`src/logic/ff_train_pkg.sv`:
```
//////////////////////////////
// Forward-Forward training controller shared sizes, types,
// state encodings and the layer and plasticity bundles
//////////////////////////////
package ff_train_pkg;

    // Dataset kept small for simulation
    localparam int NUM_SAMPLES  = 8;
    localparam int INPUT_SIZE   = 32;
    localparam int LABEL_PIXELS = 10;
    localparam int DATA_WIDTH   = 32;

    // Hot label pixel, 1.0 in Q16.16
    localparam logic [DATA_WIDTH-1:0] LABEL_MAG = 32'h0001_0000;

    // Last cycle of a load, counted from load_start
    localparam int LOAD_LAST = INPUT_SIZE + LABEL_PIXELS;

    localparam int SAMPLE_IDX_W  = $clog2(NUM_SAMPLES);
    localparam int PIXEL_IDX_W   = $clog2(INPUT_SIZE);
    localparam int SAMPLE_ADDR_W = $clog2(NUM_SAMPLES * INPUT_SIZE);
    localparam int LOAD_CNT_W    = $clog2(LOAD_LAST + 1);

    typedef logic [DATA_WIDTH-1:0]    data_t;
    typedef logic [SAMPLE_IDX_W-1:0]  sample_idx_t;
    typedef logic [PIXEL_IDX_W-1:0]   pixel_idx_t;
    typedef logic [SAMPLE_ADDR_W-1:0] sample_addr_t;
    typedef logic [LOAD_CNT_W-1:0]    load_cnt_t;
    typedef logic [3:0]               label_t;

    // Forward side, one pass per sample and label polarity
    typedef enum logic [3:0] {
        FWD_IDLE, FWD_LOAD, FWD_L1_MAC, FWD_L1_RN, FWD_L1_GOOD,
        FWD_L2_MAC, FWD_L2_RN, FWD_L2_GOOD, FWD_NEXT_PASS, FWD_DONE
    } fwd_state_t;

    // Update side, trails the forward side through the mailbox
    typedef enum logic [2:0] {
        UPD_IDLE, UPD_WAIT_L1, UPD_PE_L1, UPD_WAIT_L2, UPD_PE_L2, UPD_NEXT, UPD_DONE
    } upd_state_t;

    // Sequencer to layer unit, all single-cycle pulses
    typedef struct packed {
        logic mac_start;
        logic rn_start;
        logic shadow_capture;
        logic goodness_start;
    } layer_req_t;

    // Layer unit back to sequencer and mailbox
    typedef struct packed {
        logic  mac_done;
        logic  rn_done;
        logic  goodness_done;
        data_t goodness_val;
    } layer_rsp_t;

    // Plasticity command, layer_sel is 0 for layer 1
    typedef struct packed {
        logic  start;
        logic  layer_sel;
        logic  is_positive;
        data_t goodness;
    } pe_cmd_t;

endpackage

```
`src/logic/forward_sequencer.sv`:
```
//////////////////////////////
// Forward sequencer that runs load, both layers and goodness
// for the positive and negative pass of every sample
//////////////////////////////
module forward_sequencer (
    input  logic                      clk,
    input  logic                      rst_n,
    input  logic                      start,
    output logic                      load_start,
    output ff_train_pkg::sample_idx_t sample_idx,
    output logic                      is_positive,
    input  logic                      load_done,
    output ff_train_pkg::layer_req_t  l1_req,
    output ff_train_pkg::layer_req_t  l2_req,
    input  ff_train_pkg::layer_rsp_t  l1_rsp,
    input  ff_train_pkg::layer_rsp_t  l2_rsp,
    input  logic                      l1_full,
    input  logic                      l2_full
);
    import ff_train_pkg::*;

    fwd_state_t state;

    // Registered start pulses
    logic l1_mac_q;
    logic l1_rn_q;
    logic l2_mac_q;
    logic l2_rn_q;

    // Layer 2 goodness issued, now waiting on its done
    logic l2_good_sent;

    // Goodness only goes out while the mailbox entry is free
    logic l1_good_go;
    logic l2_good_go;

    assign l1_good_go = (state == FWD_L1_GOOD) && !l1_full;
    assign l2_good_go = (state == FWD_L2_GOOD) && !l2_good_sent && !l2_full;

    // Shadow capture rides with goodness_start
    always_comb begin
        l1_req = '{mac_start:      l1_mac_q,
                   rn_start:       l1_rn_q,
                   shadow_capture: l1_good_go,
                   goodness_start: l1_good_go};
        l2_req = '{mac_start:      l2_mac_q,
                   rn_start:       l2_rn_q,
                   shadow_capture: l2_good_go,
                   goodness_start: l2_good_go};
    end

    always_ff @(posedge clk or negedge rst_n) begin
        if (!rst_n) begin
            state        <= FWD_IDLE;
            sample_idx   <= '0;
            is_positive  <= 1'b1;
            load_start   <= 1'b0;
            l1_mac_q     <= 1'b0;
            l1_rn_q      <= 1'b0;
            l2_mac_q     <= 1'b0;
            l2_rn_q      <= 1'b0;
            l2_good_sent <= 1'b0;
        end else begin
            load_start <= 1'b0;
            l1_mac_q   <= 1'b0;
            l1_rn_q    <= 1'b0;
            l2_mac_q   <= 1'b0;
            l2_rn_q    <= 1'b0;
            case (state)
                FWD_IDLE: begin
                    if (start) begin
                        sample_idx  <= '0;
                        is_positive <= 1'b1;
                        load_start  <= 1'b1;
                        state       <= FWD_LOAD;
                    end
                end
                FWD_LOAD: begin
                    if (load_done) begin
                        l1_mac_q <= 1'b1;
                        state    <= FWD_L1_MAC;
                    end
                end
                FWD_L1_MAC: begin
                    if (l1_rsp.mac_done) begin
                        l1_rn_q <= 1'b1;
                        state   <= FWD_L1_RN;
                    end
                end
                FWD_L1_RN: begin
                    if (l1_rsp.rn_done)
                        state <= FWD_L1_GOOD;
                end
                // Stalls here while the previous layer 1 entry is unread
                FWD_L1_GOOD: begin
                    if (l1_good_go) begin
                        l2_mac_q <= 1'b1;
                        state    <= FWD_L2_MAC;
                    end
                end
                FWD_L2_MAC: begin
                    if (l2_rsp.mac_done) begin
                        l2_rn_q <= 1'b1;
                        state   <= FWD_L2_RN;
                    end
                end
                FWD_L2_RN: begin
                    if (l2_rsp.rn_done) begin
                        l2_good_sent <= 1'b0;
                        state        <= FWD_L2_GOOD;
                    end
                end
                FWD_L2_GOOD: begin
                    if (l2_good_go)
                        l2_good_sent <= 1'b1;
                    if (l2_good_sent && l2_rsp.goodness_done)
                        state <= FWD_NEXT_PASS;
                end
                // Negative pass of the same sample, or the next sample
                FWD_NEXT_PASS: begin
                    if (is_positive) begin
                        is_positive <= 1'b0;
                        load_start  <= 1'b1;
                        state       <= FWD_LOAD;
                    end else if (sample_idx == sample_idx_t'(NUM_SAMPLES - 1)) begin
                        state <= FWD_DONE;
                    end else begin
                        sample_idx  <= sample_idx + sample_idx_t'(1);
                        is_positive <= 1'b1;
                        load_start  <= 1'b1;
                        state       <= FWD_LOAD;
                    end
                end
                default: begin
                    // FWD_DONE rests until reset
                end
            endcase
        end
    end

    // Load, layer and goodness phases are strictly serial
    a_single_start: assert property (@(posedge clk) disable iff (!rst_n)
        $onehot0({load_start, l1_req.mac_start, l1_req.rn_start, l1_req.goodness_start,
                  l2_req.mac_start, l2_req.rn_start, l2_req.goodness_start}));

endmodule

```
`src/logic/layer_mailbox.sv`:
```
//////////////////////////////
// Layer mailbox with one sticky entry and latched goodness
// per layer between the forward and update sequencers
//////////////////////////////
module layer_mailbox (
    input  logic                     clk,
    input  logic                     rst_n,
    input  ff_train_pkg::layer_rsp_t l1_rsp,
    input  ff_train_pkg::layer_rsp_t l2_rsp,
    input  logic                     l1_ack,
    input  logic                     l2_ack,
    output logic                     l1_full,
    output logic                     l2_full,
    output ff_train_pkg::data_t      l1_goodness,
    output ff_train_pkg::data_t      l2_goodness
);
    import ff_train_pkg::*;

    // Index 0 is layer 1, index 1 is layer 2
    layer_rsp_t rsp  [2];
    logic       ack  [2];
    logic       full [2];
    data_t      good [2];

    assign rsp[0] = l1_rsp;
    assign rsp[1] = l2_rsp;
    assign ack[0] = l1_ack;
    assign ack[1] = l2_ack;

    assign l1_full     = full[0];
    assign l2_full     = full[1];
    assign l1_goodness = good[0];
    assign l2_goodness = good[1];

    for (genvar i = 0; i < 2; i++) begin : g_entry
        // Ack wins over a coincident done
        always_ff @(posedge clk or negedge rst_n) begin
            if (!rst_n)
                full[i] <= 1'b0;
            else if (ack[i])
                full[i] <= 1'b0;
            else if (rsp[i].goodness_done)
                full[i] <= 1'b1;
        end

        // Goodness latched whenever it arrives
        always_ff @(posedge clk) begin
            if (rsp[i].goodness_done)
                good[i] <= rsp[i].goodness_val;
        end

        // Forward side back-pressure keeps results from piling up
        a_no_overwrite: assert property (@(posedge clk) disable iff (!rst_n)
            rsp[i].goodness_done |-> !full[i]);
    end

endmodule

```
`src/logic/sample_loader.sv`:
```
//////////////////////////////
// Sample loader that streams one sample into the input buffer
// and then overwrites the first ten words with the pass label
//////////////////////////////
module sample_loader (
    input  logic                       clk,
    input  logic                       rst_n,
    input  logic                       load_start,
    input  ff_train_pkg::sample_idx_t  sample_idx,
    input  logic                       is_positive,
    output ff_train_pkg::sample_addr_t sample_addr,
    output logic                       sample_en,
    input  ff_train_pkg::data_t        sample_rdata,
    output ff_train_pkg::sample_idx_t  label_addr,
    output logic                       label_en,
    input  ff_train_pkg::label_t       label_rdata,
    output ff_train_pkg::pixel_idx_t   inbuf_waddr,
    output logic                       inbuf_we,
    output ff_train_pkg::data_t        inbuf_wdata,
    output logic                       input_shadow_capture,
    output logic                       inject_en,
    output logic                       load_done,
    output ff_train_pkg::label_t       correct_label,
    output ff_train_pkg::label_t       injected_label
);
    import ff_train_pkg::*;

    // cnt holds the cycle number since load_start while busy
    logic         busy;
    load_cnt_t    cnt;
    logic         positive_q;
    sample_addr_t base;
    sample_addr_t start_addr;
    logic         pix_phase;
    load_cnt_t    waddr_full;
    label_t       label_word;
    label_t       wrong_label;
    logic         last;

    // First pixel of the requested sample
    assign start_addr = sample_addr_t'(sample_idx) * sample_addr_t'(INPUT_SIZE);

    // Reads, pixel p goes out at cycle p, label at cycle 0
    assign sample_en   = load_start || (busy && cnt < load_cnt_t'(INPUT_SIZE));
    assign sample_addr = busy ? base + sample_addr_t'(cnt) : start_addr;
    assign label_en    = load_start;
    assign label_addr  = sample_idx;

    // Writes trail reads by one cycle, then ten label words follow
    assign pix_phase  = cnt <= load_cnt_t'(INPUT_SIZE);
    assign waddr_full = pix_phase ? cnt - load_cnt_t'(1) : cnt - load_cnt_t'(INPUT_SIZE + 1);
    assign label_word = label_t'(waddr_full);
    assign inbuf_we    = busy;
    assign inbuf_waddr = pixel_idx_t'(waddr_full);
    assign inbuf_wdata = pix_phase ? sample_rdata
                       : ((label_word == injected_label) ? LABEL_MAG : '0);

    // Negative pass uses the next class, 9 wraps to 0
    assign wrong_label = (label_rdata == label_t'(LABEL_PIXELS - 1))
                       ? '0 : label_rdata + label_t'(1);

    // Final label write closes the load
    assign last                 = busy && (cnt == load_cnt_t'(LOAD_LAST));
    assign input_shadow_capture = last;
    assign inject_en            = last;
    assign load_done            = last;

    always_ff @(posedge clk or negedge rst_n) begin
        if (!rst_n) begin
            busy           <= 1'b0;
            cnt            <= '0;
            positive_q     <= 1'b1;
            correct_label  <= '0;
            injected_label <= '0;
        end else begin
            if (load_start) begin
                busy       <= 1'b1;
                cnt        <= load_cnt_t'(1);
                positive_q <= is_positive;
            end else if (last) begin
                busy <= 1'b0;
                cnt  <= '0;
            end else if (busy) begin
                cnt <= cnt + load_cnt_t'(1);
            end
            // Label data lands one cycle after the cycle-0 read
            if (busy && cnt == load_cnt_t'(1)) begin
                correct_label  <= label_rdata;
                injected_label <= positive_q ? label_rdata : wrong_label;
            end
        end
    end

    // Sample base address
    always_ff @(posedge clk) begin
        if (load_start)
            base <= start_addr;
    end

    // Pixel and label phases never reach past the buffer
    a_waddr_range: assert property (@(posedge clk) disable iff (!rst_n)
        inbuf_we |-> waddr_full < load_cnt_t'(INPUT_SIZE));

endmodule

```
`src/logic/training_controller.sv`:
```
//////////////////////////////
// Forward-Forward training controller top
//////////////////////////////
module training_controller (
    input  logic                       clk,
    input  logic                       rst_n,
    input  logic                       start,
    output logic                       training_done,
    output ff_train_pkg::sample_addr_t sample_addr,
    output logic                       sample_en,
    input  ff_train_pkg::data_t        sample_rdata,
    output ff_train_pkg::sample_idx_t  label_addr,
    output logic                       label_en,
    input  ff_train_pkg::label_t       label_rdata,
    output ff_train_pkg::pixel_idx_t   inbuf_waddr,
    output logic                       inbuf_we,
    output ff_train_pkg::data_t        inbuf_wdata,
    output ff_train_pkg::label_t       correct_label,
    output ff_train_pkg::label_t       injected_label,
    output logic                       input_shadow_capture,
    output logic                       inject_en,
    output ff_train_pkg::layer_req_t   l1_req,
    output ff_train_pkg::layer_req_t   l2_req,
    input  ff_train_pkg::layer_rsp_t   l1_rsp,
    input  ff_train_pkg::layer_rsp_t   l2_rsp,
    output ff_train_pkg::pe_cmd_t      pe_cmd,
    input  logic                       pe_done
);
    import ff_train_pkg::*;

    // Forward sequencer to sample loader
    logic        load_start;
    sample_idx_t sample_idx;
    logic        is_positive;
    logic        load_done;

    // Mailbox between the forward and update sides
    logic        l1_full;
    logic        l2_full;
    data_t       l1_goodness;
    data_t       l2_goodness;
    logic        l1_ack;
    logic        l2_ack;

    sample_loader u_loader (.*);

    forward_sequencer u_forward (.*);

    layer_mailbox u_mailbox (.*);

    update_sequencer u_update (.*);

endmodule

```
`src/logic/update_sequencer.sv`:
```
//////////////////////////////
// Update sequencer issuing plasticity commands per layer
// and pass in fixed order, then signalling completion
//////////////////////////////
module update_sequencer (
    input  logic                  clk,
    input  logic                  rst_n,
    input  logic                  start,
    input  logic                  l1_full,
    input  logic                  l2_full,
    input  ff_train_pkg::data_t   l1_goodness,
    input  ff_train_pkg::data_t   l2_goodness,
    output logic                  l1_ack,
    output logic                  l2_ack,
    output ff_train_pkg::pe_cmd_t pe_cmd,
    input  logic                  pe_done,
    output logic                  training_done
);
    import ff_train_pkg::*;

    upd_state_t  state;

    // Own position in the dataset, independent of the forward side
    sample_idx_t sample;
    logic        positive;

    always_ff @(posedge clk or negedge rst_n) begin
        if (!rst_n) begin
            state         <= UPD_IDLE;
            sample        <= '0;
            positive      <= 1'b1;
            l1_ack        <= 1'b0;
            l2_ack        <= 1'b0;
            pe_cmd        <= '0;
            training_done <= 1'b0;
        end else begin
            l1_ack        <= 1'b0;
            l2_ack        <= 1'b0;
            pe_cmd.start  <= 1'b0;
            training_done <= 1'b0;
            case (state)
                UPD_IDLE: begin
                    if (start) begin
                        sample   <= '0;
                        positive <= 1'b1;
                        state    <= UPD_WAIT_L1;
                    end
                end
                // Command and ack go out the cycle after full is seen
                UPD_WAIT_L1: begin
                    if (l1_full) begin
                        pe_cmd <= '{start:       1'b1,
                                    layer_sel:   1'b0,
                                    is_positive: positive,
                                    goodness:    l1_goodness};
                        l1_ack <= 1'b1;
                        state  <= UPD_PE_L1;
                    end
                end
                UPD_PE_L1: begin
                    if (pe_done)
                        state <= UPD_WAIT_L2;
                end
                UPD_WAIT_L2: begin
                    if (l2_full) begin
                        pe_cmd <= '{start:       1'b1,
                                    layer_sel:   1'b1,
                                    is_positive: positive,
                                    goodness:    l2_goodness};
                        l2_ack <= 1'b1;
                        state  <= UPD_PE_L2;
                    end
                end
                UPD_PE_L2: begin
                    if (pe_done)
                        state <= UPD_NEXT;
                end
                // Negative pass of the same sample, the next sample, or finish
                UPD_NEXT: begin
                    if (positive) begin
                        positive <= 1'b0;
                        state    <= UPD_WAIT_L1;
                    end else if (sample == sample_idx_t'(NUM_SAMPLES - 1)) begin
                        training_done <= 1'b1;
                        state         <= UPD_DONE;
                    end else begin
                        sample   <= sample + sample_idx_t'(1);
                        positive <= 1'b1;
                        state    <= UPD_WAIT_L1;
                    end
                end
                default: begin
                    // UPD_DONE rests until reset
                end
            endcase
        end
    end

    // An ack only ever consumes a full entry
    a_l1_ack_full: assert property (@(posedge clk) disable iff (!rst_n)
        l1_ack |-> l1_full);
    a_l2_ack_full: assert property (@(posedge clk) disable iff (!rst_n)
        l2_ack |-> l2_full);

endmodule

```
`config.mk`:
```
export PLATFORM = sky130hd
export DESIGN_NAME = training_controller
export DESIGN_NICKNAME = d
export VERILOG_FILES = /design/src/logic/ff_train_pkg.sv /design/src/logic/forward_sequencer.sv /design/src/logic/layer_mailbox.sv /design/src/logic/sample_loader.sv /design/src/logic/training_controller.sv /design/src/logic/update_sequencer.sv
export SDC_FILE = /design/constraint.sdc
export NUM_CORES = 1
export LEC_CHECK = 0
export BUFFER_PORTS_ARGS = -buffer_cell sky130_fd_sc_hd__buf_2
export CAP_MARGIN = 40
export CORE_UTILIZATION = 45
export CTS_BUF_LIST = sky130_fd_sc_hd__clkbuf_8
export CTS_CLUSTER_SIZE = 10
export DETAILED_ROUTE_END_ITERATION = 12
export GPL_TIMING_DRIVEN = 0
export PLACE_DENSITY = 0.73
export SLEW_MARGIN = 0
export SYNTH_ARGS = -nofsm -noshare
export SYNTH_HDL_FRONTEND = slang
export SYNTH_SLANG_ARGS = --single-unit
```
`constraint.sdc`:
```
create_clock -name clk -period 2 [get_ports clk]
set_input_delay 0.1 -clock clk [delete_from_list [all_inputs] [get_ports clk]]
set_output_delay 0.1 -clock clk [all_outputs]
set_load 0.02 [all_outputs]
```
==> results.toml, run 1 <==
[clocking]
cts_tree = "built"
root_buffer = "clkbuf_8"
clk_pin_slew_ns = 0.07
cts_buffer_depth = 2
htreeDepth = 4
clkLatencyLatePin_ns = 0.45
cts_sinks = 144
cts_buffers = 17

[critical_path]
crit_required_ns = 1.90
cp-end-kind = "output port"
crit_end = "inbuf_wdata[16]"
worst_setup_path_start_kind = "register"
rr_startpoint = "u_loader.cnt[0]$_DFFE_PN0P_"
critPathKind = "register to output port"
rr_endpoint = "u_forward.state[2]$_DFFE_PN0P_"
ff2ff_path_depth = 8
crit_arrival_ns = 1.97
cp-startpoint = "u_loader.cnt[1]$_DFFE_PN0P_"
critical_path.max_fanout = 3
r2r_setup_slack_ns = 0.05

[timing]
holdWs_ns = 0.1431
finalHoldViolCount = 0
slew_headroom = 0.3998
tns_ns = -0.3544
skew_ns = 0.009001
grt_setup_unrepaired = "true"
slew_violations = 0
max_freq_ghz = 0.4834
worst_slew_pin_slew_ns = 0.9003
setup_viol = 19
setup_ws_ns = -0.06850
period_share = 1.034
layout_min_cycle_time_ns = 2.069

[grt]
grt_pass1_vias = 5526
grt_antenna_before_repair = 0
met1_usage = 0.2799
grtUsageMet2 = 0.4423
grt-ovfl-total = 0
met3_usage = 0.07143
grt_pass1_wl_mm = 26.97
grt_max_degree = 47
grt_use_total = 0.2508
top_usage_layer = "met2"

[placement]
dp_hpwl_mm = 9.915
pre_cts_ws_ns = -0.1732
gp_congestion = 0.8588
port_buffers = 214

[finish]
final_common_cell = "buf_2"
fin_nets = 959
area_growth_pct = 50.01
diodes = 0
drive_gt1_frac = 0.4272
fillCellCount = 868
layout_common_cells = "200 x buf_2, 95 x nand2_1, 73 x dlygate4sd3_1"

[floorplan]
die-area_um2 = 14110
die_y_um = 118.8
coreArea_um2 = 13300
io_pins = 215
row_count = 42
die_x_um = 118.8
initial_core_util = 0.4616

[hold_path]
hold_path_class = "input port to async pin"

[yosys]
synthArstFlopShare = 0.5347
netlist_top_cells_area = "edfxtp_1 33%, dfrtp_1 30%, nand2_1 5.9%, a22oi_1 3.9%, and2_1 3.6%"
synth.cell_area_um2 = 6137
synth_seq_cells = 144
ys_types = 52
yosysWarnings = 0
ys_seq_area_frac = 0.6424
synth_flop_cell = "dfrtp_1"
synth_edf_count = 67
yosysTopAreaCell = "edfxtp_1"
syn_nets = 631
synthCells = 511
synth_top_area_share = 0.3278
avgSynthCellArea_um2 = 12.01

[detailed_routing]
drt-total-wl_mm = 17.71
drtIter0Drc = 369
post_drt_wl_per_cell_um = 17.22
firstDrtPassIters = 5
viasPerCell = 5.204
drcViolationCount = 0
via_count = 5350
ant_nets = 0

[run]
drv_cap = 0

[power_and_ir_drop]
leakagePower_uw = 0.004378
ir_drop_mv = 0.7924
power_density_nw_per_um2 = 1022

[status]
violations = "negative setup slack"
status = "finished with violations"
flip-flops by register name, summed over array words and instances (netlist names), 3 cells and up:
register	cells
u_mailbox.good	64
u_update.pe_cmd	35
u_loader.cnt	6
u_forward.state	4
u_loader.correct_label	4
u_loader.injected_label	4
u_forward.sample_idx	3
u_loader.base	3
u_update.sample	3
u_update.state	3
where the power goes:
part | switching, uW | internal, uW | leakage [uW]
Sequential | 326 | 3690 | 0.00159
Combinational | 1830 | 1080 | 0.00256
Clock | 1070 | 1410 | 0.000229
Total | 3230 | 6180 | 0.00438
synthesized netlist by cell type (all sizes together) (2+ instances only):
master and instances:
xor2 4, a31oi 4, nand4 3, edfxtp 67
nor4 2, a21oi 9, nor2b 4, dfrtp 74
ha 10, and3 2, clkbuf 6, dfstp 3
o211ai 3, and4 3, mux2 9, xnor2 7
o21bai 2, nand2b 3, or2 3, nor2 23
nor3b 2, buf 29, o41ai 2, nand2 97
nand3 9, nand3b 2, and2 36, o21ai 21
inv 13, a21o 3, o211a 2, nor3 11
a22oi 32, o21a 2
critical path, cell delays in order, from the launching register on:
cell,delay (ns)
dfrtp_2,0.42
buf_6,0.13
nor3_4,0.20
xnor2_2,0.16
xnor2_1,0.15
nand4_1,0.13
o21ai_1,0.16
buf_4,0.17
area by class of cell:
cell class / count / area (um2) / share of cell area
plain buffers: 34 / 240.2 / 0.02609
flip-flops and latches: 144 / 3948 / 0.4288
inverters: 13 / 51.30 / 0.005572
repair buffers: 309 / 2187 / 0.2376
clock inverters: 13 / 171.4 / 0.01862
clock buffers: 19 / 261.5 / 0.02840
well taps: 176 / 220.2 / 0.02392
multi-input cells: 320 / 2127 / 0.2310
per-layer routing:
layer / wire length, um / part of all wire
met4: 444 / 0.025
met1: 6738 / 0.38
met2: 9192 / 0.52
met3: 1329 / 0.075
met5: 0 / 0
kinds of logic (layout without fill, tap and decap cells):
logic type      Yosys count  in the layout  share of synthesized area
simple gates            204            204                     0.1664
flops                   144            144                     0.6424
compound gates           84             85                    0.09602
mux                      10             10                    0.01815
xor+xnor                 11             11                    0.01570
buf+inv                  48            388                    0.04098
fa+ha+maj                10             10                    0.02039
through the flow:
stage / total power (uW) / cell area (um2) / utilization / cells
2_1_floorplan: 5709 / 6137 / - / 511
3_3_place_gp: 6613 / 7428 / 0.5587 / 901
3_5_place_dp: 6727 / 7458 / 0.5610 / 902
4_1_cts: 9341 / 8961 / 0.6740 / 1017
5_1_grt: 9925 / 9206 / 0.6925 / 1028
6_report: 9407 / 9206 / 0.6925 / 1028
worst min-delay path by stage:
stage | end | cells past startpoint | startpoint | slack [ns]
2_1_floorplan | u_forward.l1_mac_q$_DFF_PN0_ | 0 | rst_n | -0.20
3_3_place_gp | u_mailbox.good[0][23]$_DFFE_PP_ | 1 | l1_rsp[23] | 0.28
3_5_place_dp | u_forward.l1_rn_q$_DFF_PN0_ | 1 | rst_n | 0.08
4_1_cts | u_update.state[0]$_DFFE_PN0P_ | 5 | pe_done | 0.13
5_1_grt | u_forward.l1_mac_q$_DFF_PN0_ | 2 | rst_n | 0.16
6_report | u_forward.l1_mac_q$_DFF_PN0_ | 2 | rst_n | 0.14
timing repair:
action                                 in CTS  in global routing
gates resized for setup                    78                 50
hold buffers                               73                  0
setup endpoints to repair                  37                 37
endpoints found under the hold margin     149                  0
pin swaps                                   7                 25
buffers inserted                            7                 11
cloned                                      4                  0
No activity file was read; power rests on OpenSTA's default activity.
==> run 2: changes to the inputs <==
MAX_ROUTING_LAYER = met4   (was default)
==> results.toml, run 2 (synthesis gave the netlist of run 1 again) <==
[finish]
final_common_cell = "buf_2"
largest_reg_flops = 64
layout_common_cells = "200 x buf_2, 95 x nand2_1, 73 x dlygate4sd3_1"
drive_gt1_frac = 0.4272
largest-register = "u_mailbox.good"
multi_input_area_um2 = 2127
diodes = 0
seqCellArea_um2 = 3948
fillCellCount = 868
fin_nets = 959
area_growth_pct = 50.01
top_regs = "u_mailbox.good: 64 flops, u_update.pe_cmd: 35 flops, u_loader.cnt: 6 flops"

[power_and_ir_drop]
internal_power_uw = 6180
p_clk_frac = 0.264
power_frac_comb = 0.308
seqPwrFrac = 0.428
p_sw_frac = 0.3428
netSwitchingPower_uw = 3224
ir_drop_mv = 0.7905
leakagePower_uw = 0.004378
power_density_nw_per_um2 = 1021

[detailed_routing]
ant_nets = 0
post_drt_wl_per_cell_um = 17.25
drtIter0Drc = 411
drcViolationCount = 0
firstDrtPassIters = 7
drt-total-wl_mm = 17.73
via_count = 5307
viasPerCell = 5.162

[critical_path]
crit_top_cell = "buf_4"
worst_setup_path_start_kind = "register"
cp-end-kind = "output port"
crit_end = "inbuf_wdata[16]"
crit_cells = 7
slowest_stage = "dfrtp_2"
crit_required_ns = 1.90
rr_startpoint = "u_loader.cnt[0]$_DFFE_PN0P_"
crit_arrival_ns = 1.97
slowest_delay_ns = 0.43
rr_endpoint = "u_forward.state[2]$_DFFE_PN0P_"
critical_path.max_fanout = 7
cp-startpoint = "u_loader.cnt[0]$_DFFE_PN0P_"
crit_chain = "buf_4 > nor3_4 > xnor2_2 > xnor2_1 > nand4_1 > o21ai_1 > buf_4"
r2r_setup_slack_ns = 0.05
path_buf_inv = 2
cp_top_family = "flip-flops"
critPathKind = "register to output port"
ff2ff_path_depth = 8

[hold_path]
hold_path_class = "input port to async pin"

[clocking]
cts_tree = "built"
cts_buffers = 17
clkLatencyLatePin_ns = 0.45
root_buffer = "clkbuf_8"
clk_pin_slew_ns = 0.08
cts_sinks = 144
htreeDepth = 4
cts_buffer_depth = 2

[run]
drv_cap = 0

[timing]
layout_min_cycle_time_ns = 2.071
setup_viol = 20
tns_ns = -0.4115
setup_ws_ns = -0.07122
slew_headroom = 0.4045
worst_slew_pin_slew_ns = 0.8933
grt_setup_unrepaired = "true"
max_freq_ghz = 0.4828
skew_ns = 0.006676
slew_violations = 0
period_share = 1.036
finalHoldViolCount = 0

[placement]
pre_cts_ws_ns = -0.1732
gp_congestion = 0.8726
port_buffers = 214
dp_hpwl_mm = 9.915

[floorplan]
row_count = 42
coreArea_um2 = 13300
initial_core_util = 0.4616
die_x_um = 118.8
io_pins = 215
die_y_um = 118.8
die-area_um2 = 14110

[status]
status = "finished with violations"
violations = "negative setup slack"

[grt]
grt_max_degree = 47
grt_use_total = 0.2579
grt_pass1_vias = 5528
grt_antenna_before_repair = 0
grt_pass1_wl_mm = 26.94
grt-ovfl-total = 0
-- run 2: cell counts in the layout (fill, tap and decap cells not counted) --
Identical to the previous run, type by type.
-- run 2: area by class of cell --
cell class,count,area share
Tap cell,176,0.02392
Sequential cell,144,0.4288
Timing Repair Buffer,309,0.2376
Clock buffer,19,0.02840
Clock inverter,13,0.01862
Inverter,13,0.005572
Buffer,34,0.02609
Multi-Input combinational cell,320,0.2310
-- run 2: power by group through the flow --
stage	clock network, uW	logic [uW]	registers (uW)
3_5_place_dp	0	2700	4030
3_3_place_gp	0	2590	4030
4_1_cts	2520	2830	3990
5_1_grt	2650	3190	4080
2_1_floorplan	0	1300	4410
6_report	2480	2900	4020
-- run 2: how the worst min path moves through the flow --
stage / depth (start not counted) / to / start
2_1_floorplan: 0 / u_forward.l1_mac_q$_DFF_PN0_ / rst_n
3_3_place_gp: 1 / u_mailbox.good[0][23]$_DFFE_PP_ / l1_rsp[23]
3_5_place_dp: 1 / u_forward.l1_rn_q$_DFF_PN0_ / rst_n
4_1_cts: 5 / u_update.state[0]$_DFFE_PN0P_ / pe_done
5_1_grt: 2 / u_forward.l1_mac_q$_DFF_PN0_ / rst_n
6_report: 2 / u_forward.l1_mac_q$_DFF_PN0_ / rst_n
-- run 2: repair_timing --
| action | in CTS | in global routing |
|---|---|---|
| cloned | 4 | 0 |
| hold endpoints to repair | 149 | 0 |
| endpoints found under the setup margin | 37 | 37 |
| buffers inserted | 7 | 11 |
| pin swaps | 7 | 25 |
| gates resized for setup | 78 | 50 |
| hold buffers | 73 | 0 |
-- run 2: worst register-to-register path, stage by stage, from the launching register on --
cell       delay, ns
dfrtp_2         0.43
inv_4           0.07
buf_4           0.12
ha_4            0.14
nand4bb_4       0.16
nor2_4          0.19
o211ai_4        0.12
o41ai_1         0.44
o41ai_2         0.14
-- run 2: stage by stage --
step / hold slack, ns / instances / instance area (um2) / total power (uW) / utilization
floorplan: -0.1956 / 511 / 6137 / 5709 / -
global placement: 0.2763 / 901 / 7428 / 6613 / 0.5587
detailed placement: 0.08186 / 902 / 7458 / 6727 / 0.5610
CTS: 0.1319 / 1017 / 8961 / 9341 / 0.6740
global route: 0.1622 / 1028 / 9206 / 9921 / 0.6925
finish: 0.1429 / 1028 / 9206 / 9403 / 0.6925
-- run 2: metal layers --
metal,global-route usage,vias up,part of all wire
met3,0.06660,49,0.069
li1,-,2437,-
met2,0.4423,275,0.52
met4,0.1131,0,0.028
met5,-,-,0
met1,0.2822,2546,0.39
